===== src/hdl/zx_pkg.sv =====
// Shared widths and codes for the memory and port core; the enum order fixes the machine encoding
package zx_pkg;

	// ======================================================================
	// Machine models
	// ======================================================================

	// Two-bit machine code, sampled while reset is high
	typedef enum logic [1:0] {
		machine_zx128 = 2'd0,
		machine_p1024 = 2'd1,
		machine_zx48  = 2'd2,
		machine_plus3 = 2'd3
	} machine_t;

	// ======================================================================
	// Bus and datapath widths
	// ======================================================================

	localparam int addr_w     = 16;
	localparam int ram_addr_w = 25;
	localparam int data_w     = 8;
	localparam int psg_w      = 12;
	localparam int audio_w    = 16;

	// ======================================================================
	// Memory layout
	// ======================================================================

	// Top code of the ROM area inside the flat RAM space
	localparam logic [2:0] rom_region = 3'b101;

	// Fixed banks seen in slots 1 and 2
	localparam logic [2:0] bank_screen0 = 3'd5;
	localparam logic [2:0] bank_fixed2  = 3'd2;

	// ======================================================================
	// I/O ports, full 16-bit numbers as used by software
	// ======================================================================

	localparam logic [addr_w-1:0] port_fe   = 16'h00fe;
	localparam logic [addr_w-1:0] port_7ffd = 16'h7ffd;
	localparam logic [addr_w-1:0] port_1ffd = 16'h1ffd;
	localparam logic [addr_w-1:0] port_eff7 = 16'heff7;

endpackage


===== src/hdl/paging_if.sv =====
// Paging state bundle; page_regs is the only driver and every field is valid from reset on
`timescale 1ns/1ps

interface paging_if;
	import zx_pkg::*;

	// Raw 128K and +3 paging bytes
	logic [data_w-1:0] reg_7ffd;
	logic [data_w-1:0] reg_1ffd;

	// Pentagon 1024 extra bank bits
	logic [2:0]        page_ext;

	// Machine model latched at reset
	machine_t          machine;

	modport src (
		output reg_7ffd, reg_1ffd, page_ext, machine
	);

	modport dst (
		input reg_7ffd, reg_1ffd, page_ext, machine
	);

endinterface


===== src/hdl/io_port_unit.sv =====
// Four-phase I/O write slave; bus_addr and bus_data must stay stable while io_req is high
`timescale 1ns/1ps

module io_port_unit (
	input  logic                        clk_sys,
	input  logic                        reset,
	input  logic [zx_pkg::addr_w-1:0]   bus_addr,
	input  logic [zx_pkg::data_w-1:0]   bus_data,
	input  logic                        io_req,
	output logic                        io_ack,
	output logic                        wr_stb,
	output logic [zx_pkg::addr_w-1:0]   wr_addr,
	output logic [zx_pkg::data_w-1:0]   wr_data,
	output logic [2:0]                  border,
	output logic                        ear,
	output logic                        mic
);

	logic req_new;
	logic sel_fe;

	// New transaction when a request is seen with no ack pending
	assign req_new = io_req & ~io_ack;

	// ULA port, any even address
	assign sel_fe = ~wr_addr[0];

	// ======================================================================
	// Handshake
	// ======================================================================

	always_ff @(posedge clk_sys) begin
		if (reset) begin
			io_ack <= 1'b0;
			wr_stb <= 1'b0;
		end else begin
			wr_stb <= req_new;
			if (req_new) begin
				io_ack <= 1'b1;
			end else if (!io_req) begin
				io_ack <= 1'b0;
			end
		end
	end

	// Address and data held for the strobe cycle
	always_ff @(posedge clk_sys) begin
		if (req_new) begin
			wr_addr <= bus_addr;
			wr_data <= bus_data;
		end
	end

	// ======================================================================
	// Port #FE register
	// ======================================================================

	always_ff @(posedge clk_sys) begin
		if (reset) begin
			border <= 3'd0;
			ear    <= 1'b0;
			mic    <= 1'b0;
		end else if (wr_stb && sel_fe) begin
			border <= wr_data[2:0];
			// ear on bit 4, mic on bit 3
			ear    <= wr_data[4];
			mic    <= wr_data[3];
		end
	end

endmodule


===== src/hdl/page_regs.sv =====
// 7FFD, 1FFD and EFF7 paging registers; machine input is sampled only while reset is high
`timescale 1ns/1ps

module page_regs (
	input  logic                      clk_sys,
	input  logic                      reset,
	input  zx_pkg::machine_t          machine,
	input  logic                      wr_stb,
	input  logic [zx_pkg::addr_w-1:0] wr_addr,
	input  logic [zx_pkg::data_w-1:0] wr_data,
	paging_if.src                     pg
);
	import zx_pkg::*;

	machine_t          machine_q;
	logic [data_w-1:0] reg_7ffd;
	logic [data_w-1:0] reg_1ffd;
	logic [data_w-1:0] reg_eff7;
	logic [2:0]        page_ext;

	logic is_zx48;
	logic is_plus3;
	logic is_p1024;
	logic page_lock;
	logic sel_7ffd;
	logic sel_1ffd;
	logic sel_eff7;

	assign is_zx48  = (machine_q == machine_zx48);
	assign is_plus3 = (machine_q == machine_plus3);
	assign is_p1024 = (machine_q == machine_p1024);

	// Bit 5 of 7FFD locks paging; on Pentagon 1024 only in 128K-compatible mode
	assign page_lock = is_zx48 |
		(~is_p1024 & reg_7ffd[5]) |
		(is_p1024 & reg_eff7[2] & reg_7ffd[5]);

	// ======================================================================
	// Partial port decode
	// ======================================================================

	assign sel_7ffd = ~wr_addr[15] & ~wr_addr[1] & (wr_addr[14] | ~is_plus3);
	assign sel_1ffd = is_plus3 & ~wr_addr[1] & wr_addr[12] &
		~wr_addr[13] & ~wr_addr[14] & ~wr_addr[15];
	assign sel_eff7 = is_p1024 & wr_addr[15] & wr_addr[14] & wr_addr[13] &
		~wr_addr[12] & ~wr_addr[3];

	always_ff @(posedge clk_sys) begin
		if (reset) begin
			machine_q <= machine;
			reg_7ffd  <= '0;
			reg_1ffd  <= '0;
			reg_eff7  <= '0;
			page_ext  <= 3'd0;
		end else if (wr_stb) begin
			if (sel_7ffd && !page_lock) begin
				reg_7ffd <= wr_data;
				// Extension bits come from the top of the 7FFD byte
				if (is_p1024 && !reg_eff7[2]) begin
					page_ext <= {wr_data[5], wr_data[7:6]};
				end
			end else if (sel_1ffd && !page_lock) begin
				reg_1ffd <= wr_data;
			end
			if (sel_eff7) begin
				reg_eff7 <= wr_data;
			end
		end
	end

	assign pg.reg_7ffd = reg_7ffd;
	assign pg.reg_1ffd = reg_1ffd;
	assign pg.page_ext = page_ext;
	assign pg.machine  = machine_q;

endmodule


===== src/hdl/ram_mapper.sv =====
// Combinational CPU-to-flat-RAM map; covers ROM, 128K, +3 and Pentagon banks, no MMC overlays
`timescale 1ns/1ps

module ram_mapper (
	input  logic [zx_pkg::addr_w-1:0]     bus_addr,
	paging_if.dst                         pg,
	output logic [zx_pkg::ram_addr_w-1:0] ram_addr,
	output logic                          ram_we_ok
);
	import zx_pkg::*;

	logic [1:0]  slot;
	logic [13:0] offset;
	logic        special;
	logic        zx48;
	logic [3:0]  rom_page;
	logic [1:0]  cfg;
	logic        cfg_any;
	logic [2:0]  spec_bank;
	logic [5:0]  bank;

	assign slot    = bus_addr[15:14];
	assign offset  = bus_addr[13:0];
	assign special = pg.reg_1ffd[0];
	assign zx48    = (pg.machine == machine_zx48);
	assign cfg     = pg.reg_1ffd[2:1];
	assign cfg_any = |cfg;

	// +3 picks among four ROMs, the others between 48K and 128K ROM
	assign rom_page = (pg.machine == machine_plus3) ?
		{2'b10, pg.reg_1ffd[2], pg.reg_7ffd[4]} :
		{zx48, 2'b11, zx48 | pg.reg_7ffd[4]};

	// Special configs 0,1,2,3 / 4,5,6,7 / 4,5,6,3 / 4,7,6,3
	always_comb begin
		case (slot)
			2'd0:    spec_bank = {cfg_any, 2'b00};
			2'd1:    spec_bank = {cfg_any, &cfg, 1'b1};
			2'd2:    spec_bank = {cfg_any, 2'b10};
			default: spec_bank = {~cfg[1] & cfg[0], 2'b11};
		endcase
	end

	always_comb begin
		if (special) begin
			bank = {3'b000, spec_bank};
		end else begin
			case (slot)
				2'd1:    bank = {3'b000, bank_screen0};
				2'd2:    bank = {3'b000, bank_fixed2};
				default: bank = {pg.page_ext, pg.reg_7ffd[2:0]};
			endcase
		end

		if (!special && slot == 2'd0) begin
			ram_addr = {4'b0000, rom_region, rom_page, offset};
		end else begin
			ram_addr = {5'b00000, bank, offset};
		end
	end

	assign ram_we_ok = special | (slot != 2'd0);

endmodule


===== src/hdl/audio_mixer.sv =====
// Beeper plus PSG mixer with soft-knee compressor; two-cycle latency, sums wrap at 16 bits
`timescale 1ns/1ps

module audio_mixer #(
	parameter int comp_factor = 4,
	parameter int comp_gain   = 2
) (
	input  logic                       clk_sys,
	input  logic                       reset,
	input  logic [zx_pkg::psg_w-1:0]   psg_l,
	input  logic [zx_pkg::psg_w-1:0]   psg_r,
	input  logic                       ear,
	input  logic                       mic,
	output logic [zx_pkg::audio_w-1:0] audio_l,
	output logic [zx_pkg::audio_w-1:0] audio_r
);
	import zx_pkg::*;

	// Knee chosen so full scale lands near 16-bit full scale
	localparam int knee     = ((32767 * (comp_factor - 1)) / (comp_factor * comp_gain - 1)) + 1;
	localparam int knee_out = knee * comp_gain;

	logic [audio_w-1:0] beep;
	logic [audio_w-1:0] pre_l;
	logic [audio_w-1:0] pre_r;

	// Sign-magnitude compress of a signed sample
	function automatic logic [audio_w-1:0] compress(input logic [audio_w-1:0] x);
		logic [audio_w-1:0] mag;
		logic [audio_w-1:0] shaped;
		mag = x[audio_w-1] ? (~x + 1'b1) : x;
		if (mag < audio_w'(knee)) begin
			shaped = mag * audio_w'(comp_gain);
		end else begin
			shaped = ((mag - audio_w'(knee)) / audio_w'(comp_factor)) + audio_w'(knee_out);
		end
		return x[audio_w-1] ? (~shaped + 1'b1) : shaped;
	endfunction

	// ear at bit 12, mic at bit 11
	assign beep = (audio_w'(ear) << 12) + (audio_w'(mic) << 11);

	// ======================================================================
	// Stage 1 sum, stage 2 compress
	// ======================================================================

	always_ff @(posedge clk_sys) begin
		if (reset) begin
			pre_l   <= '0;
			pre_r   <= '0;
			audio_l <= '0;
			audio_r <= '0;
		end else begin
			pre_l   <= {psg_l, {(audio_w - psg_w){1'b0}}} + beep;
			pre_r   <= {psg_r, {(audio_w - psg_w){1'b0}}} + beep;
			audio_l <= compress(pre_l);
			audio_r <= compress(pre_r);
		end
	end

endmodule


===== src/hdl/zx_mem_core.sv =====
// Top of the paging, port and audio core; machine model takes effect only through a reset
`timescale 1ns/1ps

module zx_mem_core #(
	parameter int comp_factor = 4,
	parameter int comp_gain   = 2
) (
	input  logic                          clk_sys,
	input  logic                          reset,
	input  zx_pkg::machine_t              machine,
	input  logic [zx_pkg::addr_w-1:0]     bus_addr,
	input  logic [zx_pkg::data_w-1:0]     bus_data,
	input  logic                          io_req,
	output logic                          io_ack,
	output logic [zx_pkg::ram_addr_w-1:0] ram_addr,
	output logic                          ram_we_ok,
	output logic [2:0]                    border,
	input  logic [zx_pkg::psg_w-1:0]      psg_l,
	input  logic [zx_pkg::psg_w-1:0]      psg_r,
	output logic [zx_pkg::audio_w-1:0]    audio_l,
	output logic [zx_pkg::audio_w-1:0]    audio_r
);
	import zx_pkg::*;

	logic              wr_stb;
	logic [addr_w-1:0] wr_addr;
	logic [data_w-1:0] wr_data;
	logic              ear;
	logic              mic;

	paging_if pg_bus ();

	// I/O write path
	io_port_unit u_io (
		.clk_sys  (clk_sys),
		.reset    (reset),
		.bus_addr (bus_addr),
		.bus_data (bus_data),
		.io_req   (io_req),
		.io_ack   (io_ack),
		.wr_stb   (wr_stb),
		.wr_addr  (wr_addr),
		.wr_data  (wr_data),
		.border   (border),
		.ear      (ear),
		.mic      (mic)
	);

	page_regs u_regs (
		.clk_sys (clk_sys),
		.reset   (reset),
		.machine (machine),
		.wr_stb  (wr_stb),
		.wr_addr (wr_addr),
		.wr_data (wr_data),
		.pg      (pg_bus.src)
	);

	// Memory map follows the live CPU address
	ram_mapper u_map (
		.bus_addr  (bus_addr),
		.pg        (pg_bus.dst),
		.ram_addr  (ram_addr),
		.ram_we_ok (ram_we_ok)
	);

	audio_mixer #(
		.comp_factor (comp_factor),
		.comp_gain   (comp_gain)
	) u_mix (
		.clk_sys (clk_sys),
		.reset   (reset),
		.psg_l   (psg_l),
		.psg_r   (psg_r),
		.ear     (ear),
		.mic     (mic),
		.audio_l (audio_l),
		.audio_r (audio_r)
	);

endmodule


===== config.mk =====
export PLATFORM = sky130hd
export DESIGN_NAME = zx_mem_core
export DESIGN_NICKNAME = d
export VERILOG_FILES = /design/src/hdl/zx_pkg.sv /design/src/hdl/paging_if.sv /design/src/hdl/io_port_unit.sv /design/src/hdl/page_regs.sv /design/src/hdl/ram_mapper.sv /design/src/hdl/audio_mixer.sv /design/src/hdl/zx_mem_core.sv
export SDC_FILE = /design/constraint.sdc
export NUM_CORES = 1
export LEC_CHECK = 0
export BUFFER_PORTS_ARGS = -buffer_cell sky130_fd_sc_hd__buf_2
export CAP_MARGIN = 20
export CORE_ASPECT_RATIO = 0.75
export CORE_MARGIN = 2
export CORE_UTILIZATION = 50
export CTS_CLUSTER_DIAMETER = 120
export DETAILED_ROUTE_END_ITERATION = 16
export PLACE_DENSITY = 0.8
export SYNTH_ARGS = -nofsm -noshare
export SYNTH_HDL_FRONTEND = slang
export SYNTH_SLANG_ARGS = --single-unit

===== constraint.sdc =====
create_clock -name clk_sys -period 9.9 [get_ports clk_sys]
set_input_delay 1.98 -clock clk_sys [delete_from_list [all_inputs] [get_ports clk_sys]]
set_output_delay 1.98 -clock clk_sys [all_outputs]
set_load 0.05 [all_outputs]

-- Word level (Yosys, flattened, before mapping)
Index checks and enable logic that the tools add are counted.
- reduce and logical (&&, ||, !) cells: 16
- bitwise operators: 38
- equality and inequality tests: 6
- mux-type cells: 15
- order comparisons: 2
- add/sub/neg operators: 11
- operators with widths (cell ; count):
    $mux 16 ; 8
    $add 16x1->16 const B ; 4
    $not 16->16 ; 4
    $add 14x15->16 const B ; 2
    $add 16x16->16 ; 2
    $lt 16x14->1 const B ; 2
    $sub 16x14->16 const B ; 2
    $mux 21 ; 1
    $and 1x1->1 ; 17
    $add 13x12->14 ; 1
    $not 1->1 ; 12
    $pmux 6 s2 ; 1
    $pmux 3 s3 ; 1
    $eq 2x2->1 const B ; 3
    $mux 6 ; 1
    $reduce_and 2->1 ; 3
    $reduce_and 3->1 ; 2
    $logic_and 1x1->1 ; 5
    $or 1x1->1 ; 5
    $eq 2x1->1 const B ; 2
    $mux 4 ; 1
    $logic_not 1->1 ; 3
    $logic_not 2->1 ; 1
    $mux 1 ; 2
    other kinds (3) ; 3
- register bits: 112
- output and inout bits: 62
- logic and storage cells: 104

-- Longest topological paths before layout
Gate-level depths: netlist of the first run.
- depth after elaboration: 10
- depth in mapped cells: 16
- depth with buffers taken out: 15

-- By module
Synthesis of the first run repeated with hierarchy kept, for this count alone.
- cells, all modules: 815
- area total of the unflattened synthesis: 7225.7 um2
- modules (own cells, without submodules) (module ; instances ; area an instance (um2) ; cells each ; sequential area each (um2)):
    audio_mixer ; 1 ; 4854.7 ; 617 ; 1121.1
    io_port_unit ; 1 ; 1026.0 ; 51 ; 860.8
    page_regs ; 1 ; 957.2 ; 93 ; 460.4
    ram_mapper ; 1 ; 387.9 ; 54 ; 0.0

-- Least setup slack after synthesis of the first run
Ideal clock, no wire load.
- path type: input-to-output
- from: input port bus_addr[14] (netlist name)
- to: output port ram_addr[19] (netlist name)
- slack: 3.781 ns
- arrival: 4.139 ns
- cell stages on the path: 4
- path buffers: 1
- path through: inv_1 > ha_1 > clkbuf_1 > nor4b_1
- cells in the longest elaborated chain, start to end: 4
- elaborated cells between the ends (all ways): 7
- those cells by class: eq/ne: 2; mux: 3; reduce/logical: 2
- RTL lines (element ; line ; RTL):
    start, declared ; zx_mem_core.sv:11 ; input logic [zx_pkg::addr_w-1:0] bus_addr,
    $eq 2x2->1 or $eq 2x1->1 (tied branches) ; ram_mapper.sv:48 ; case (slot)
    $pmux 6 s2 ; ram_mapper.sv:48 ;
    $mux 6 ; ram_mapper.sv:45 ; if (special) begin
    $mux 21 (*) ; ram_mapper.sv:55 ; if (!special && slot == 2'd0) begin
    end, declared ; zx_mem_core.sv:15 ; output logic [zx_pkg::ram_addr_w-1:0] ram_addr,
Every way passes the cells marked *; elsewhere a longest branch is shown, timed or not.

-- Final worst setup path of the first run
- from: input port bus_addr[14] (netlist name)
- to: output port ram_addr[16] (netlist name)
- cells in the longest elaborated chain, start to end: 4
- elaborated cells between the ends (all ways): 8
- those cells by class: eq/ne: 2; mux: 4; reduce/logical: 2
- RTL lines (element ; line):
    $eq 2x2->1, or another cell as far along ; ram_mapper.sv:36, ram_mapper.sv:48
    $pmux 3 s3 or $pmux 6 s2 (tied branches) ; ram_mapper.sv:36, ram_mapper.sv:48
    $mux 6 ; ram_mapper.sv:45
    $mux 21 (*) ; ram_mapper.sv:55
Marked as above.

==> results.md, run 1 <==
- Die area: 13100 µm²
- Yosys warns: 0
- Setup TNS: 0 ns
- Worst Path Buf+Inv: 3
- DR iter-0 viols: 434
- Mapped Area: 6080 µm²
- Slowest cell delay on critical path: 0.55 ns
- Share of Yosys cell area claimed by the top area cell type: 24.7%
- Largest cells by area after synthesis: dfxtp_1 (25%), edfxtp_1 (8.4%), xnor2_1 (5.2%), nor2_1 (4.8%), mux2i_1 (4.0%)
- Post-synthesis sequential area ratio: 33.1%
- Layout Skew: 0.00782 ns
- Worst path top cell family by delay: simple AND/OR/NAND/NOR gates
- Layout filler cell count: 1052
- PostCTS Resize Cnt: 0
- Part of the power in combinational logic: 32.8%
- CP startpoint kind: primary input
- Clk slew on worst S/H paths: ~0.07 ns
- Final Hold Fails: 0
- Synth unique cells: 85
- RSZ-0062 raised after global routing: false
- CP Data Arrival Time: 3.50 ns
- Synth Instances: between 700 and 800
- Most common cell in the netlist: nor2_1
- Largest net degree at the start of global routing: 65
- Endpoints failing setup: 0
- Antenna diode instance count: 0
- Initial antenna violation count: 0
- Final net count: 835
- Initial Util: between 50% and 60%
- Net Sw Frac: between 30% and 40%
- Hold Path Sink: u_regs.pg.page_ext[1]
- Multi-input gate area: 3660 µm²
- Tcrit/Tclk final: between 50 and 60%
- DP HPWL: 10300 µm
- Postcts setup bufs: 0
- Worst-Margin Slew: 0.743 ns
- Fin crit period: around 5.5 ns
- CP max FO: 11
- CORE AREA: 11700 µm²
- Pwr Total: roughly 1.1 mW
- CP Capture Type: output port
- # hold bufs at CTS: 0
- Pwr Density: 168 nW/µm²
- Vias/cell: roughly 5.7
- Mean Syn Cell Area: between 8 and 9 µm²
- Status: completed
- Clock power frac: 29.3%
- P&R area growth vs syn: 11.4%
- Remaining antenna violation count: 0
- Placed Area: 6470 µm²
- Share of layout cells above drive strength 1: a little under a fifth
- Critical-path top delay cell: or4_1
- CTS sink cnt: 92
- Achievable frequency: 182 MHz
- CP Class: primary input to output port
- WL final: between 10000 and 15000 µm
- DRC: 0
- Fraction of registers with async set/reset: 0%
- Final Wtd Congestion: 0.934
- First drt pass iteration count: 5
- CTS tree: done
- EDFF count, synth: 17
- Worst vdd ir: 0.102 mV
- Top post-synthesis cells by count: nor2_1 (77), dfxtp_1 (75), nand2_1 (45), xnor2_1 (36)
- Worst R2R End: u_mix.audio_r[15]
- Port bufs: 92
- Hold path depth: 2
- Area occupied by registers: just over 2000 µm²
- H-tree levels: 3
- P_leak: 2.85 nW
- Row count: 34
- Chip height: approximately 99 µm
- First-pass GRT wire length: 23500 µm
- Psw: ~0.42 mW
- Slew HR: 50.1%
- Most frequent CP cell: buf_2
- Worst reg-to-reg setup slack: 5.56 ns
- Vias: 5314
- Max_cap viols: 0
- Count of pins over their slew limit: 0
- Sequential Power Share: 37.9%
- Wire per inst: 15.0 µm
- HP Start: u_io.wr_data[7]
- CTS Buf Count: 9
- Gr ovfl total: 0
- Min-Delay Path Class: flop to flop
- Crit path cell chain: buf_2, inv_1, ha_1, or4_1, o2111ai_1, o21ai_0, buf_2
- FF-to-FF path depth: 15
- Design Area, Final: 6780 µm²
- Worst Path Required: 7.92 ns
- Area leader, netlist: dfxtp_1
- Utilization after layout: 57.7%
- Internal Power: between 0.7 and 0.8 mW
- #FFs+latches synth: 92
- IO Pins: 115
- Clk_lat worst skew: 0.34 ns
- Clk root buf: clkbuf_16
- CTS Buffer Depth: 2
- Die X: 131 µm
- Vias in the first global route: 4807
- Worst r2r src: u_mix.pre_r[4]
- Top_reg_cell synth: dfxtp_1
- All-layer global routing usage: 21.8%
worst reg2reg max path: cells and delay by family, from the launching register on:
kind            cells  cell delay [ns]
compound gates      6             1.33
xor+xnor            2             0.75
fa+ha+maj           2             0.60
buf+inv             2             0.24
flops               1             0.64
mux                 1             0.36
simple gates        2             0.30
state kept, by name, indices dropped and copies added, names as in the netlist:
| register | cells |
|---|---|
| u_io.border | 3 |
| u_io.ear | 1 |
| u_io.io_ack | 1 |
| u_io.mic | 1 |
| u_io.wr_addr | 7 |
| u_io.wr_data | 8 |
| u_io.wr_stb | 1 |
| u_mix.audio_l | 16 |
| u_mix.audio_r | 16 |
| u_mix.pre_l | 12 |
| u_mix.pre_r | 12 |
| u_regs.pg.machine | 2 |
| u_regs.pg.page_ext | 3 |
| u_regs.pg.reg_1ffd | 3 |
| u_regs.pg.reg_7ffd | 5 |
| u_regs.reg_eff7 | 1 |
power groups by stage:
stage | sequential [mW] | clock (mW) | combinational (mW)
after floorplan | 0.493 | 0 | 0.249
after global placement | 0.439 | 0 | 0.362
after detailed placement | 0.440 | 0 | 0.367
after CTS | 0.432 | 0.339 | 0.369
after global routing | 0.435 | 0.357 | 0.406
final | 0.432 | 0.333 | 0.373
cell usage in the layout (no fill, tap or decap), drive strengths merged, types with 19 or more instances in the layout:
| master | netlist | final |
|---|---|---|
| xor2 | 24 | 24 |
| inv | 22 | 26 |
| nor3 | 19 | 19 |
| nor2 | 77 | 77 |
| nand2 | 45 | 45 |
| a21oi | 36 | 36 |
| nor2b | 30 | 30 |
| dfxtp | 75 | 75 |
| mux2i | 24 | 24 |
| o21ai | 40 | 40 |
| buf | 31 | 99 |
| xnor2 | 36 | 36 |
per-layer routing:
metal	GRT usage, %	vias to the layer above	routed length (µm)	share of wire [%]
met5	0	-	0	0
met4	6.52	0	212	1.5
met3	4.18	24	1070	7.6
met2	33.5	220	6070	43
met1	31.2	2439	6680	48
li1	-	2631	-	-
logic make-up (layout without fill, tap and decap cells):
family | after synthesis | count (layout) | share of synthesized area, %
XOR/XNOR | 62 | 62 | 9.53
adder cells (fa/ha/maj) | 16 | 16 | 3.54
multiplexers | 29 | 29 | 4.94
AND/OR/NAND/NOR | 262 | 262 | 23.1
flip-flops | 92 | 92 | 33.1
other | 1 | 4 | 0.0617
buffers and inverters | 88 | 140 | 6.81
AO/OA/AOI/OAI | 166 | 166 | 18.9
area by class of cell:
type | instances | share of cell area (%)
multi-input combinational | 539 | 54.1
sequential | 92 | 29.7
timing repair buffer | 100 | 7.65
clock buffer | 10 | 3.43
tap | 162 | 2.99
inverter | 24 | 1.33
clock inverter | 6 | 0.813
stage by stage:
stage               setup WS, ns  hold WS, ns  instances
floorplan                   3.78        0.453        719
global placement            4.49        0.462        915
detailed placement          4.43        0.480        915
CTS                         4.43        0.496        931
global route                4.35        0.515        933
finish                      4.42        0.489        933
worst max path at each step:
stage                     cells past startpoint           end    startpoint  slack, ns
final                                         7  ram_addr[16]  bus_addr[14]       4.42
after global placement                        7  ram_addr[16]  bus_addr[14]       4.49
after global routing                          7  ram_addr[16]  bus_addr[14]       4.35
after CTS                                     7  ram_addr[16]  bus_addr[14]       4.43
after detailed placement                      7  ram_addr[16]  bus_addr[14]       4.43
after floorplan                               4  ram_addr[19]  bus_addr[14]       3.78
Note: power is estimated with default switching activity, not from simulation.
==> run 2: changes to the inputs <==
--- a/config.mk
+++ b/config.mk
@@ -5,6 +5,7 @@
 export SDC_FILE = /design/constraint.sdc
 export NUM_CORES = 1
 export LEC_CHECK = 0
+export ABC_AREA = 1
 export BUFFER_PORTS_ARGS = -buffer_cell sky130_fd_sc_hd__buf_2
 export CAP_MARGIN = 20
 export CORE_ASPECT_RATIO = 0.75
@@ -12,7 +13,7 @@
 export CORE_UTILIZATION = 50
 export CTS_CLUSTER_DIAMETER = 120
 export DETAILED_ROUTE_END_ITERATION = 16
-export PLACE_DENSITY = 0.8
+export PLACE_DENSITY = 0.83
 export SYNTH_ARGS = -nofsm -noshare
 export SYNTH_HDL_FRONTEND = slang
 export SYNTH_SLANG_ARGS = --single-unit
==> constraint.sdc (replaced) <==
create_clock -name clk_sys -period 4.6 [get_ports clk_sys]
set_input_delay 0.92 -clock clk_sys [delete_from_list [all_inputs] [get_ports clk_sys]]
set_output_delay 0.92 -clock clk_sys [all_outputs]
set_load 0.05 [all_outputs]
==> results.md, run 2 <==
- Status: completed
- Setup TNS: 0 ns
- Multi-input gate area: slightly above 3000 µm²
- Final Hold Fails: 0
- Count of pins over their slew limit: 0
- Initial antenna violation count: 0
- Largest net degree at the start of global routing: 39
- Remaining antenna violation count: 0
- Fin crit period: 3.26 ns
- Yosys warns: 0
- Largest cells by area after synthesis: dfxtp_1 (26%), nand2_1 (12%), edfxtp_1 (8.7%), nor2_1 (7.5%), inv_1 (7.1%)
- Clock power frac: a little under a third
- CP Data Arrival Time: 3.49 ns
- Part of the power in combinational logic: 30.6%
- First-pass GRT wire length: 22000 µm
- Area leader, netlist: dfxtp_1
- DP HPWL: ~10000 µm
- Hold path depth: 1
- # hold bufs at CTS: 0
- Synth unique cells: 45
- First drt pass iteration count: 5
- DR iter-0 viols: 337
- Worst reg-to-reg setup slack: 1.34 ns
- Initial Util: 50.8%
- CTS Buf Count: 9
- DRC: 0
- Die area: 12600 µm²
- Max_cap viols: 0
- #FFs+latches synth: 92
- FF-to-FF path depth: 17
- Vias/cell: 5.04
- Clk root buf: clkbuf_16
- Worst-Margin Slew: 0.672 ns
- Met3 Track Usage GR: 5.07%
- Fraction of registers with async set/reset: 0%
- Met1 capacity usage during global routing: between 30 and 40%
- Chip height: around 100 µm
- Post-route insts no fill: between 1000 and 1500
- Top_reg_cell synth: dfxtp_1
- Worst Path Required: 4.83 ns
- Cell Count Post-Placement: 1055
- RSZ-0062 raised after global routing: false
- Gr ovfl total: 0
- Internal Power: 1.46 mW
- Pwr Density: between 300 and 400 nW/µm²
- Layout filler cell count: 1098
- CP startpoint kind: flop
- Hold Path Sink: u_io.wr_stb
- CTS tree: done
- Regs by FF count: u_mix.audio_l: 16 flops, u_mix.audio_r: 16 flops
- Share of layout cells above drive strength 1: 21.8%
- Die X: 129 µm
- Post-synthesis sequential area ratio: 34.5%
- Clk_lat worst skew: 0.34 ns
- CTS Buffer Depth: 2
- Layout Skew: 0.00791 ns
- Most common cell in the netlist: nand2_1
- All-layer global routing usage: 21.6%
- Final Wtd Congestion: 0.957
- Slew HR: 55.1%
- PostCTS Resize Cnt: 0
- Antenna diode instance count: 0
- Vias: around 5400
- Sequential Power Share: between 30% and 40%
- Synth Instances: 847
- CTS sink cnt: 92
- Min-Delay Path Class: flop to flop
- Vias in the first global route: 4831
- HP Start: u_io.io_ack
- Mean Syn Cell Area: 6.89 µm²
- Most common cell after layout, fill and taps aside: nand2_1
- Grt peak-use layer: met2
- Endpoints failing setup: 0
- Worst vdd ir: 0.200 mV
- Postcts setup bufs: 0
- CP Capture Type: flop
- Psw: about 0.88 mW
- H-tree levels: 3
- Wire per inst: 12.2 µm
- Clk slew on worst S/H paths: 0.07 ns
- WL final: 13100 µm
- Worst r2r src: u_mix.pre_r[15]
- EDFF count, synth: 17
- Worst R2R End: u_mix.audio_r[13]
- Net Sw Frac: 37.6%
- Area occupied by registers: 2010 µm²
- Pwr Total: 2.33 mW
- CORE AREA: 11500 µm²
- P&R area growth vs syn: 12.5%
- CP Class: flop to flop
- Top post-synthesis cells by count: nand2_1 (189), nor2_1 (117), inv_1 (111), dfxtp_1 (75), nand3_1 (65)
- CP max FO: 19
- IO Pins: 115
- Mapped Area: roughly 6000 µm²
- Met2 Usage GRT: 33.0%
- P_leak: 3.31 nW
- Share of Yosys cell area claimed by the top area cell type: 25.7%
- Achievable frequency: between 300 and 400 MHz
- Tcrit/Tclk final: 70.9%
- Port bufs: 92
- Final net count: roughly 1000
- Row count: 34
- Most frequent cells in the layout: nand2_1 (189), nor2_1 (117), inv_1 (111)
-- run 2: cell count changes in the layout (fill, tap and decap cells not counted), moves of 12 or more --
cell      change
xor2_1       -18
nand2b_1     -17
nor2_1       +40
xnor2_1      -30
inv_1        +89
nand2_1     +144
nand3_1      +58
nand3_2      +13
nor2b_1      -30
mux2i_1      -24
nor3_1       -12
nand2_2      +34
-- run 2: final cells by class --
class | count | area share [%]
clock buffers | 9 | 3.43
clock inverters | 7 | 0.857
inverters | 124 | 7.32
multi-input cells | 599 | 47.3
flip-flops and latches | 92 | 30.6
well taps | 144 | 2.74
repair buffers | 97 | 7.70
-- run 2: cells by family after synthesis --
kind of cell	after synthesis	share of synthesized area [%]
buffers and inverters	159	12.5
adder cells (fa/ha/maj)	16	3.69
AND/OR/NAND/NOR	464	37.2
XOR/XNOR	12	1.93
flip-flops	92	34.5
AO/OA/AOI/OAI	103	10.1
other	1	0.0642
-- run 2: worst max-delay path, stage by stage, from the launching register on --
cell and delay [ns]:
dfxtp_1 0.76, nand2_1 0.15, o21ai_0 0.24, inv_1 0.26, ha_1 0.27, nand3b_1 0.15
nand2_1 0.13, nand2_1 0.12, a21oi_2 0.17, nand2_1 0.11, nand4_1 0.10, nand3_1 0.09
nand2_2 0.12, nand2_1 0.09, nor2_1 0.12, nand2_1 0.08, a21oi_1 0.13, nor2_1 0.06
-- run 2: power groups by stage --
stage	Combinational [mW]	Clock, mW	Sequential, mW
global placement	0.694	0	0.929
finish	0.714	0.707	0.911
floorplan	0.483	0	1.04
detailed placement	0.705	0	0.929
global route	0.789	0.761	0.917
CTS	0.709	0.725	0.911
-- run 2: per-layer routing --
metal	share of wire, %	wire [µm]	up-vias
li1	-	-	2813
met1	49	6400	2409
met2	43	5620	177
met3	7.5	978	8
met4	0.67	87	0
met5	0	0	-
-- run 2: stage by stage --
stage          util, %  instance area (µm²)  worst slack, ns  hold WS [ns]
2_1_floorplan        -                 5850            0.375         0.424
3_3_place_gp      54.6                 6270             1.49         0.439
3_5_place_dp      54.6                 6270             1.37         0.441
4_1_cts           57.0                 6550             1.33         0.452
5_1_grt           57.2                 6570             1.03         0.472
6_report          57.2                 6570             1.34         0.454
-- run 2: worst max path at each step --
stage	start	end	slack [ns]
after floorplan	bus_addr[14]	ram_addr[17]	0.37
after global placement	bus_addr[14]	ram_addr[15]	1.49
after detailed placement	u_mix.pre_r[15]	u_mix.audio_r[14]	1.37
after CTS	u_mix.pre_r[15]	u_mix.audio_r[12]	1.33
after global routing	u_mix.pre_r[15]	u_mix.audio_r[14]	1.03
final	u_mix.pre_r[15]	u_mix.audio_r[13]	1.34
